===== config.mk =====
export PLATFORM = sky130hd
export DESIGN_NAME = spr_if_top
export DESIGN_NICKNAME = d
export VERILOG_FILES = /design/src/hw/spr_pkg.sv /design/src/hw/spr_access_ctrl.sv /design/src/hw/spr_group_decode.sv /design/src/hw/spr_sr_reg.sv /design/src/hw/spr_read_mux.sv /design/src/hw/spr_if_top.sv
export VERILOG_INCLUDE_DIRS = /design/src /design/src/hw
export SDC_FILE = /design/constraint.sdc
export NUM_CORES = 1
export LEC_CHECK = 0
export BUFFER_PORTS_ARGS = -buffer_cell sky130_fd_sc_hd__buf_2
export CORE_AREA = 5 5 271 273
export DETAILED_ROUTE_END_ITERATION = 10
export DIE_AREA = 0 0 276 278
export GPL_TIMING_DRIVEN = 0
export SLEW_MARGIN = 20
export SYNTH_ARGS = -nofsm -noshare
export SYNTH_HDL_FRONTEND = slang
export SYNTH_HIERARCHICAL = 1
export SYNTH_SLANG_ARGS = --single-unit

===== constraint.sdc =====
create_clock -name clk -period 4.3 [get_ports clk]
set_input_delay 0.86 -clock clk [delete_from_list [all_inputs] [get_ports clk]]
set_output_delay 0.86 -clock clk [all_outputs]
set_load 0.005 [all_outputs]

===== src/hw/spr_defs.svh =====
// SPR access unit constants: widths, opcodes, group numbers, register indices, SR bits
`ifndef SPR_DEFS_SVH
`define SPR_DEFS_SVH

////////////////////
// Widths
`define SPR_WIDTH          32
`define SPR_OFS_WIDTH      16
`define SPR_GROUP_WIDTH    5     // Address bits 15:11
`define SPR_SR_WIDTH       16

////////////////////
// Opcodes from the decode stage
`define SPR_ALUOP_WIDTH    4
`define SPR_ALUOP_MTSR     14    // Move to SPR
`define SPR_ALUOP_MFSR     15    // Move from SPR
`define SPR_BRANCHOP_WIDTH 3
`define SPR_BRANCHOP_RFE   6     // Return from exception

////////////////////
// Group numbers
`define SPR_GRP_SYS        0
`define SPR_GRP_DMMU       1
`define SPR_GRP_IMMU       2
`define SPR_GRP_DU         6
`define SPR_GRP_PIC        9
`define SPR_GRP_TT         10

// System group register indices, address bits 10:0
`define SPR_IDX_NPC        16
`define SPR_IDX_SR         17
`define SPR_IDX_PPC        18
`define SPR_IDX_EPCR       32
`define SPR_IDX_EEAR       48
`define SPR_IDX_ESR        64
`define SPR_RF_BLOCK       32    // Bits 10:5 of the 32-entry RF window

////////////////////
// SR bit positions
`define SPR_SR_SM          0     // Supervisor mode
`define SPR_SR_TEE         1     // Tick timer exception enable
`define SPR_SR_IEE         2     // Interrupt exception enable
`define SPR_SR_DME         5     // Data MMU enable
`define SPR_SR_IME         6     // Insn MMU enable
`define SPR_SR_CE          8     // Context id enable
`define SPR_SR_F           9     // Compare flag
`define SPR_SR_CY          10    // Carry
`define SPR_SR_OV          11    // Overflow
`define SPR_SR_FO          15    // Fixed one
`define SPR_SR_RESET       ((16'd1 << `SPR_SR_FO) | (16'd1 << `SPR_SR_SM))

`endif


===== src/hw/spr_pkg.sv =====
// Shared types of the SPR access unit: address views, request, hits and unit read data
`include "spr_defs.svh"

package spr_pkg;

   ////////////////////
   // SPR address views

   // Plain register view, group plus 11-bit index
   typedef struct packed {
      logic [`SPR_WIDTH-`SPR_OFS_WIDTH-1:0] upper;   // Unused by decode
      logic [`SPR_GROUP_WIDTH-1:0]          group;
      logic [10:0]                          index;
   } spr_addr_reg_t;

   // Register-file window view
   typedef struct packed {
      logic [`SPR_WIDTH-`SPR_OFS_WIDTH-1:0] upper;
      logic [`SPR_GROUP_WIDTH-1:0]          group;
      logic [5:0]                           block;   // Window select
      logic [4:0]                           entry;   // GPR number
   } spr_addr_rf_t;

   // Same word, decoded both ways in group 0
   typedef union packed {
      spr_addr_reg_t r;
      spr_addr_rf_t  f;
   } spr_addr_u;

   ////////////////////
   // One access to the SPR space
   typedef struct packed {
      spr_addr_u             addr;
      logic [`SPR_WIDTH-1:0] wdata;
      logic                  rd;      // MFSR or debug read
      logic                  wr;      // MTSR or debug write
   } spr_req_t;

   // System register hits, one per source
   typedef struct packed {
      logic rf;
      logic npc;
      logic ppc;
      logic sr;
      logic epcr;
      logic eear;
      logic esr;
   } spr_sys_hit_t;

   // Read data from the other units
   typedef struct packed {
      logic [`SPR_WIDTH-1:0] rf;
      logic [`SPR_WIDTH-1:0] npc;
      logic [`SPR_WIDTH-1:0] ppc;
      logic [`SPR_WIDTH-1:0] dmmu;
      logic [`SPR_WIDTH-1:0] immu;
      logic [`SPR_WIDTH-1:0] du;
      logic [`SPR_WIDTH-1:0] pic;
      logic [`SPR_WIDTH-1:0] tt;
   } spr_unit_rdata_t;

endpackage


===== src/hw/spr_access_ctrl.sv =====
// SPR access control, merges CPU opcode and debug qualifiers into one SPR request
`timescale 1ns/1ps
`include "spr_defs.svh"

module spr_access_ctrl (
   input  logic [`SPR_WIDTH-1:0]       addrbase_i,   // Base from GPR
   input  logic [`SPR_OFS_WIDTH-1:0]   addrofs_i,    // Immediate offset
   input  logic [`SPR_WIDTH-1:0]       spr_wdata_i,  // MTSR data
   input  logic [`SPR_ALUOP_WIDTH-1:0] alu_op_i,
   input  logic [`SPR_WIDTH-1:0]       du_addr_i,
   input  logic [`SPR_WIDTH-1:0]       du_dat_i,
   input  logic                        du_read_i,
   input  logic                        du_write_i,
   output spr_pkg::spr_req_t           req_o,
   output logic                        spr_we_o
);

   logic                        du_access;   // Debug port owns this cycle
   logic [`SPR_ALUOP_WIDTH-1:0] sprs_op;     // Effective opcode
   logic [`SPR_WIDTH-1:0]       ofs_ext;

   assign du_access = du_read_i | du_write_i;

   // Debug qualifiers beat the CPU opcode
   always_comb begin
      if (du_write_i) begin
         sprs_op = `SPR_ALUOP_MTSR;
      end else if (du_read_i) begin
         sprs_op = `SPR_ALUOP_MFSR;
      end else begin
         sprs_op = alu_op_i;
      end
   end

   assign ofs_ext = {{(`SPR_WIDTH-`SPR_OFS_WIDTH){1'b0}}, addrofs_i};

   ////////////////////
   // Request forming
   always_comb begin
      // Base and offset are ORed, not added
      req_o.addr  = du_access ? du_addr_i : (addrbase_i | ofs_ext);
      req_o.wdata = du_write_i ? du_dat_i : spr_wdata_i;   // Debug data first
      // Opcodes are distinct so at most one strobe
      req_o.wr    = (sprs_op == `SPR_ALUOP_MTSR);
      req_o.rd    = (sprs_op == `SPR_ALUOP_MFSR);
   end

   // Unit write strobe, CPU or debug
   assign spr_we_o = req_o.wr;

endmodule


===== src/hw/spr_group_decode.sv =====
// SPR group decode, qualified one-hot chip selects and system register hits
`timescale 1ns/1ps
`include "spr_defs.svh"

module spr_group_decode (
   input  spr_pkg::spr_req_t     req_i,
   output logic [31:0]           spr_cs_o,    // One bit per group
   output spr_pkg::spr_sys_hit_t wr_hit_o,
   output spr_pkg::spr_sys_hit_t rd_hit_o,
   output logic                  pc_we_o,     // NPC or PPC
   output logic                  epcr_we_o,
   output logic                  eear_we_o,
   output logic                  esr_we_o
);

   logic [31:0]           unq_cs;   // Group decode before qualify
   logic                  sys_cs;
   spr_pkg::spr_sys_hit_t sel;

   ////////////////////
   // Chip selects
   assign unq_cs   = 32'd1 << req_i.addr.r.group;
   assign spr_cs_o = unq_cs & {32{req_i.rd | req_i.wr}};
   assign sys_cs   = spr_cs_o[`SPR_GRP_SYS];

   // Group 0 register match, both address views
   always_comb begin
      sel.rf   = sys_cs && (req_i.addr.f.block == 6'(`SPR_RF_BLOCK));
      sel.npc  = sys_cs && (req_i.addr.r.index == 11'(`SPR_IDX_NPC));
      sel.ppc  = sys_cs && (req_i.addr.r.index == 11'(`SPR_IDX_PPC));
      sel.sr   = sys_cs && (req_i.addr.r.index == 11'(`SPR_IDX_SR));
      sel.epcr = sys_cs && (req_i.addr.r.index == 11'(`SPR_IDX_EPCR));
      sel.eear = sys_cs && (req_i.addr.r.index == 11'(`SPR_IDX_EEAR));
      sel.esr  = sys_cs && (req_i.addr.r.index == 11'(`SPR_IDX_ESR));
   end

   ////////////////////
   // Split by direction
   assign wr_hit_o = sel & {$bits(sel){req_i.wr}};
   assign rd_hit_o = sel & {$bits(sel){req_i.rd}};

   // System register write enables
   assign pc_we_o   = wr_hit_o.npc | wr_hit_o.ppc;
   assign epcr_we_o = wr_hit_o.epcr;
   assign eear_we_o = wr_hit_o.eear;
   assign esr_we_o  = wr_hit_o.esr;

endmodule


===== src/hw/spr_sr_reg.sv =====
// Supervision register, next-value select, exception entry and RFE restore
`timescale 1ns/1ps
`include "spr_defs.svh"

module spr_sr_reg (
   input  logic                           clk,
   input  logic                           rst,
   input  spr_pkg::spr_req_t              req_i,
   input  logic                           sr_wr_i,       // SR write hit
   input  logic [`SPR_BRANCHOP_WIDTH-1:0] branch_op_i,
   input  logic [`SPR_SR_WIDTH-1:0]       esr_i,
   input  logic                           flagforw_i,    // From ALU
   input  logic                           flag_we_i,
   input  logic                           cyforw_i,      // From ALU
   input  logic                           cy_we_i,
   input  logic                           except_started_i,
   output logic [`SPR_SR_WIDTH-1:0]       sr_o,
   output logic [`SPR_SR_WIDTH-1:0]       to_sr_o,       // Next SR value
   output logic                           sr_we_o,
   output logic                           flag_o,
   output logic                           carry_o
);

   logic rfe;

   assign rfe = (branch_op_i == `SPR_BRANCHOP_RFE);

   ////////////////////
   // Next value
   always_comb begin
      to_sr_o = sr_o;   // Hold
      if (rfe) begin
         to_sr_o = esr_i;   // Whole word restored
      end else begin
         if (sr_wr_i) begin
            to_sr_o             = req_i.wdata[`SPR_SR_WIDTH-1:0];
            to_sr_o[`SPR_SR_FO] = 1'b1;   // Always reads one
         end
         // ALU flag updates override the SPR write bit by bit
         if (flag_we_i) to_sr_o[`SPR_SR_F] = flagforw_i;
         if (cy_we_i) to_sr_o[`SPR_SR_CY] = cyforw_i;
      end
   end

   assign sr_we_o = sr_wr_i | rfe | flag_we_i | cy_we_i;

   ////////////////////
   // Register
   always_ff @(posedge clk or posedge rst) begin
      if (rst) begin
         sr_o <= `SPR_SR_RESET;   // Supervisor, EPH clear
      end else if (except_started_i) begin
         // Enter supervisor with exceptions and MMUs off
         sr_o[`SPR_SR_SM]  <= 1'b1;
         sr_o[`SPR_SR_TEE] <= 1'b0;
         sr_o[`SPR_SR_IEE] <= 1'b0;
         sr_o[`SPR_SR_DME] <= 1'b0;
         sr_o[`SPR_SR_IME] <= 1'b0;
      end else if (sr_we_o) begin
         sr_o <= to_sr_o;
      end
   end

   // Aliases for the ALU and branch logic
   assign flag_o  = sr_o[`SPR_SR_F];
   assign carry_o = sr_o[`SPR_SR_CY];

endmodule


===== src/hw/spr_read_mux.sv =====
// SPR read path, system data assembly and group mux toward writeback and debug
`timescale 1ns/1ps
`include "spr_defs.svh"

module spr_read_mux (
   input  spr_pkg::spr_req_t        req_i,
   input  spr_pkg::spr_sys_hit_t    rd_hit_i,
   input  logic [`SPR_SR_WIDTH-1:0] sr_i,
   input  logic [`SPR_WIDTH-1:0]    epcr_i,
   input  logic [`SPR_WIDTH-1:0]    eear_i,
   input  logic [`SPR_SR_WIDTH-1:0] esr_i,
   input  spr_pkg::spr_unit_rdata_t unit_rdata_i,
   input  logic [`SPR_WIDTH-1:0]    du_dat_i,
   input  logic                     du_write_i,
   input  logic                     du_read_i,
   output logic [`SPR_WIDTH-1:0]    to_wbmux_o,     // For MFSR
   output logic [`SPR_WIDTH-1:0]    du_dat_cpu_o    // Toward debug unit
);

   logic [`SPR_WIDTH-1:0] sys_data;
   logic [`SPR_WIDTH-1:0] sr_ext;
   logic [`SPR_WIDTH-1:0] esr_ext;

   assign sr_ext  = {{(`SPR_WIDTH-`SPR_SR_WIDTH){1'b0}}, sr_i};
   assign esr_ext = {{(`SPR_WIDTH-`SPR_SR_WIDTH){1'b0}}, esr_i};

   ////////////////////
   // Group 0, hits are one-hot so OR is a mux
   assign sys_data = (unit_rdata_i.rf  & {`SPR_WIDTH{rd_hit_i.rf}})   |
                     (unit_rdata_i.npc & {`SPR_WIDTH{rd_hit_i.npc}})  |
                     (unit_rdata_i.ppc & {`SPR_WIDTH{rd_hit_i.ppc}})  |
                     (sr_ext           & {`SPR_WIDTH{rd_hit_i.sr}})   |
                     (epcr_i           & {`SPR_WIDTH{rd_hit_i.epcr}}) |
                     (eear_i           & {`SPR_WIDTH{rd_hit_i.eear}}) |
                     (esr_ext          & {`SPR_WIDTH{rd_hit_i.esr}});

   // Group mux, zero when idle or unmapped
   always_comb begin
      to_wbmux_o = '0;
      if (req_i.rd) begin
         case (req_i.addr.r.group)
            `SPR_GRP_SYS:  to_wbmux_o = sys_data;
            `SPR_GRP_DMMU: to_wbmux_o = unit_rdata_i.dmmu;
            `SPR_GRP_IMMU: to_wbmux_o = unit_rdata_i.immu;
            `SPR_GRP_DU:   to_wbmux_o = unit_rdata_i.du;
            `SPR_GRP_PIC:  to_wbmux_o = unit_rdata_i.pic;
            `SPR_GRP_TT:   to_wbmux_o = unit_rdata_i.tt;
            default:       to_wbmux_o = '0;
         endcase
      end
   end

   // Debug write, debug read, else MTSR data into DU registers
   assign du_dat_cpu_o = du_write_i ? du_dat_i :
                         du_read_i  ? to_wbmux_o : req_i.wdata;

endmodule


===== src/hw/spr_if_top.sv =====
// SPR interface top, access control with decode, SR and read mux datapaths
`timescale 1ns/1ps
`include "spr_defs.svh"

module spr_if_top (
   input  logic                           clk,
   input  logic                           rst,
   // CPU side
   input  logic                           flagforw_i,
   input  logic                           flag_we_i,
   output logic                           flag_o,
   input  logic                           cyforw_i,
   input  logic                           cy_we_i,
   output logic                           carry_o,
   input  logic [`SPR_WIDTH-1:0]          addrbase_i,
   input  logic [`SPR_OFS_WIDTH-1:0]      addrofs_i,
   input  logic [`SPR_WIDTH-1:0]          spr_wdata_i,
   input  logic [`SPR_ALUOP_WIDTH-1:0]    alu_op_i,
   input  logic [`SPR_BRANCHOP_WIDTH-1:0] branch_op_i,
   input  logic [`SPR_WIDTH-1:0]          epcr_i,
   input  logic [`SPR_WIDTH-1:0]          eear_i,
   input  logic [`SPR_SR_WIDTH-1:0]       esr_i,
   input  logic                           except_started_i,
   output logic [`SPR_WIDTH-1:0]          to_wbmux_o,
   output logic                           epcr_we_o,
   output logic                           eear_we_o,
   output logic                           esr_we_o,
   output logic                           pc_we_o,
   output logic                           sr_we_o,
   output logic [`SPR_SR_WIDTH-1:0]       to_sr_o,
   output logic [`SPR_SR_WIDTH-1:0]       sr_o,
   // Other units
   input  spr_pkg::spr_unit_rdata_t       unit_rdata_i,
   output logic [`SPR_WIDTH-1:0]          spr_addr_o,
   output logic [`SPR_WIDTH-1:0]          spr_dat_o,
   output logic [31:0]                    spr_cs_o,
   output logic                           spr_we_o,
   // Debug unit
   input  logic [`SPR_WIDTH-1:0]          du_addr_i,
   input  logic [`SPR_WIDTH-1:0]          du_dat_i,
   input  logic                           du_read_i,
   input  logic                           du_write_i,
   output logic [`SPR_WIDTH-1:0]          du_dat_cpu_o
);

   spr_pkg::spr_req_t     req;
   spr_pkg::spr_sys_hit_t wr_hit;
   spr_pkg::spr_sys_hit_t rd_hit;

   assign spr_addr_o = req.addr;
   assign spr_dat_o  = req.wdata;

   spr_access_ctrl u_ctrl (
      .addrbase_i (addrbase_i),  .addrofs_i  (addrofs_i),
      .spr_wdata_i(spr_wdata_i), .alu_op_i   (alu_op_i),
      .du_addr_i  (du_addr_i),   .du_dat_i   (du_dat_i),
      .du_read_i  (du_read_i),   .du_write_i (du_write_i),
      .req_o      (req),         .spr_we_o   (spr_we_o)
   );

   spr_group_decode u_decode (
      .req_i    (req),       .spr_cs_o (spr_cs_o),
      .wr_hit_o (wr_hit),    .rd_hit_o (rd_hit),
      .pc_we_o  (pc_we_o),   .epcr_we_o(epcr_we_o),
      .eear_we_o(eear_we_o), .esr_we_o (esr_we_o)
   );

   ////////////////////
   // SR and read path
   spr_sr_reg u_sr (
      .clk(clk), .rst(rst), .req_i(req), .sr_wr_i(wr_hit.sr),
      .branch_op_i(branch_op_i), .esr_i(esr_i),
      .flagforw_i(flagforw_i), .flag_we_i(flag_we_i),
      .cyforw_i(cyforw_i), .cy_we_i(cy_we_i),
      .except_started_i(except_started_i),
      .sr_o(sr_o), .to_sr_o(to_sr_o), .sr_we_o(sr_we_o),
      .flag_o(flag_o), .carry_o(carry_o)
   );

   spr_read_mux u_rmux (
      .req_i(req), .rd_hit_i(rd_hit), .sr_i(sr_o),
      .epcr_i(epcr_i), .eear_i(eear_i), .esr_i(esr_i),
      .unit_rdata_i(unit_rdata_i), .du_dat_i(du_dat_i),
      .du_write_i(du_write_i), .du_read_i(du_read_i),
      .to_wbmux_o(to_wbmux_o), .du_dat_cpu_o(du_dat_cpu_o)
   );

endmodule


==> reports/metrics.csv <==
metric,value,unit
outcome,finished with violations,
violated checks,setup timing,
Setup WS pre-CTS,-2.79,ns
number of violations of the max-capacitance limit,0,
tightest slew margin relative to the limit,43.6,%
number of iterations in the first detailed-routing pass,7,
drc violations,0,
number of setup violations in the final report,79,
cell count after synthesis,752,
quantity of hold-fixing buffers added after cts,0,
placer's final routability congestion estimate,0.934,
post-layout utilization of the core,19.4,%
antenna-violating nets left,0,
number of nets in the layout,2079,
Root Driver,sky130_fd_sc_hd__clkbuf_16,
share of the clock period used by the worst path,113,%
Clock transition at path regs,0.07,ns
Max Clock Skew,0,ns
IO buf count,694,
number of clock sinks seen by CTS,16,
worst endpoint data arrival time,4.00,ns
number of clock buffers inserted by TritonCTS,3,
Detailed Route Iter0 Violations,827,
Reg2Reg Depth,3,
worst setup path endpoint,du_dat_cpu_o[15],
vias in the first global route,10900,
number of synthesis warnings,6,
hold violation count in the final report,0,
unrepaired setup endpoints after global routing,true,
Peak Freq,206,MHz
source-to-sink clock delay at the later pin of the worst-skew pair,0.26,ns
Fill cells,7950,
worst hold-check path type,flop to flop,
maximum fanout along the worst path,7,
CTS HTree Levels,1,
Core Region,0.0709,mm2
minimum setup slack in the final design,-0.555,ns
area growth from synthesis to layout,148,%
mean instance size in the synthesized netlist,7.38,um2
number of flip-flops in the largest register,16,
start point of the critical path,du_write_i,
final critical path time including I/O delays and setup,4.86,ns
clock tree from TritonCTS,yes,
Tot GR Track Use,18.1,%
initial core utilization,7.83,%
VDD IR-drop max,0.149,mV
kind of start point of the critical path,primary input,
Detailed Place HPWL,64500,um
registers with the most flip-flops,u_sr/sr_o x16,
Die Span X,276,um
reported leakage power,6.33,nW
Post-Layout Inst Area,0.0138,mm2
global-route wire length before repair,96700,um
"reg-to-reg slack, setup",2.94,ns
register with the most flip-flops,u_sr/sr_o,
row cnt,98,
ratio of cells with drive above 1 in the final layout,74.0,%
initial antenna violation count,65,
Synth Net Count,1248,
full die area,0.0767,mm2
pwr dens,144,mW/mm2
DR vias/cell,4.33,
post-synthesis instance area,0.00555,mm2
"most common cell after layout, fill and taps aside",sky130_fd_sc_hd__buf_2,
launching point of the worst reg2reg path,u_sr/sr_o[3],
end of the worst register-to-register path,u_sr/sr_o[3],
Least-Margin Pin Slew,0.847,ns
ports placed on the boundary,696,
Max Transition Viols Final,0,
Worst Hold Margin,0.572,ns
maximum count of clock buffers along a single path,2,
Routed Wire Length,75800,um
Die H,278,um
crit end category,output port,
pin count of the biggest net entering global routing,17,
WL/cell,29.7,um
total cell area at the placement stage,0.0103,mm2
Worst Setup Path Type,primary input to output port,
global route total overflow,0,
most frequent cells in the layout,"686 x sky130_fd_sc_hd__buf_2, 88 x sky130_fd_sc_hd__buf_4, 85 x sky130_fd_sc_hd__nor2_1",
required time of the worst setup path,3.44,ns
detailed-route via count,11000,
==> layout make-up <==
type | instances | area, um2 | share of cell area (%)
sequential | 16 | 403 | 2.93
buffer | 81 | 872 | 6.34
tap | 950 | 1190 | 8.64
multi-input combinational | 646 | 6090 | 44.3
inverter | 5 | 18.8 | 0.136
clock buffer | 4 | 88.8 | 0.646
antenna | 21 | 52.6 | 0.382
timing repair buffer | 830 | 5040 | 36.6
==> worst min path at each step <==
stage	startpoint	endpoint	slack, ns	cells after the start
finish	u_sr/sr_o[15]	u_sr/sr_o[15]	0.57	1
global route	u_sr/sr_o[15]	u_sr/sr_o[15]	0.59	1
CTS	u_sr/sr_o[10]	u_sr/sr_o[10]	0.57	2
detailed placement	u_sr/sr_o[11]	u_sr/sr_o[11]	0.55	1
global placement	u_sr/sr_o[11]	u_sr/sr_o[11]	0.54	1
floorplan	u_sr/sr_o[15]	u_sr/sr_o[15]	0.52	1
==> metrics by stage <==
stage	total power [mW]	cells	TNS, ns
2_1_floorplan	0.721	752	0
3_3_place_gp	1.39	2396	-179.96
3_5_place_dp	1.41	2401	-135.44
4_1_cts	1.82	2492	-36.22
5_1_grt	2.10	2541	-35.52
6_report	1.99	2553	-24.41
==> routing by layer <==
layer,track usage (%),part of all wire [%]
met5,0,0.18
met4,4.93,4.3
met3,4.49,8.1
met2,32.7,49
met1,21.4,39
==> repair_timing <==
action                                 4_1_cts  5_1_grt
resized for setup                          334      134
setup endpoints to repair                   81       81
cloned                                       5        1
endpoints found under the hold margin        0        0
pin swaps                                   99      111
buffers inserted                            88       52
==> power breakdown <==
| group | internal, mW | switching [mW] | leakage, nW | total, mW |
|---|---|---|---|---|
| Combinational | 0.772 | 0.726 | 6.09 | 1.50 |
| Clock | 0.143 | 0.0872 | 0.0443 | 0.230 |
| Sequential | 0.197 | 0.0594 | 0.193 | 0.257 |
| Total | 1.11 | 0.873 | 6.33 | 1.99 |
==> critical path, stage by stage <==
cell	delay, ns
sky130_fd_sc_hd__buf_12	0.10
sky130_fd_sc_hd__or2_4	0.33
sky130_fd_sc_hd__buf_12	0.18
sky130_fd_sc_hd__o21ai_4	0.19
sky130_fd_sc_hd__buf_6	0.16
sky130_fd_sc_hd__nor3_4	0.05
sky130_fd_sc_hd__nand4_4	0.14
sky130_fd_sc_hd__buf_12	0.13
sky130_fd_sc_hd__nor3_4	0.04
sky130_fd_sc_hd__buf_12	0.14
sky130_fd_sc_hd__clkbuf_16	0.16
sky130_fd_sc_hd__a222oi_1	0.63
sky130_fd_sc_hd__nand3_2	0.29
sky130_fd_sc_hd__a211oi_2	0.32
sky130_fd_sc_hd__o21ai_1	0.09
sky130_fd_sc_hd__buf_2	0.17
Note: power is estimated with default switching activity, not from simulation.
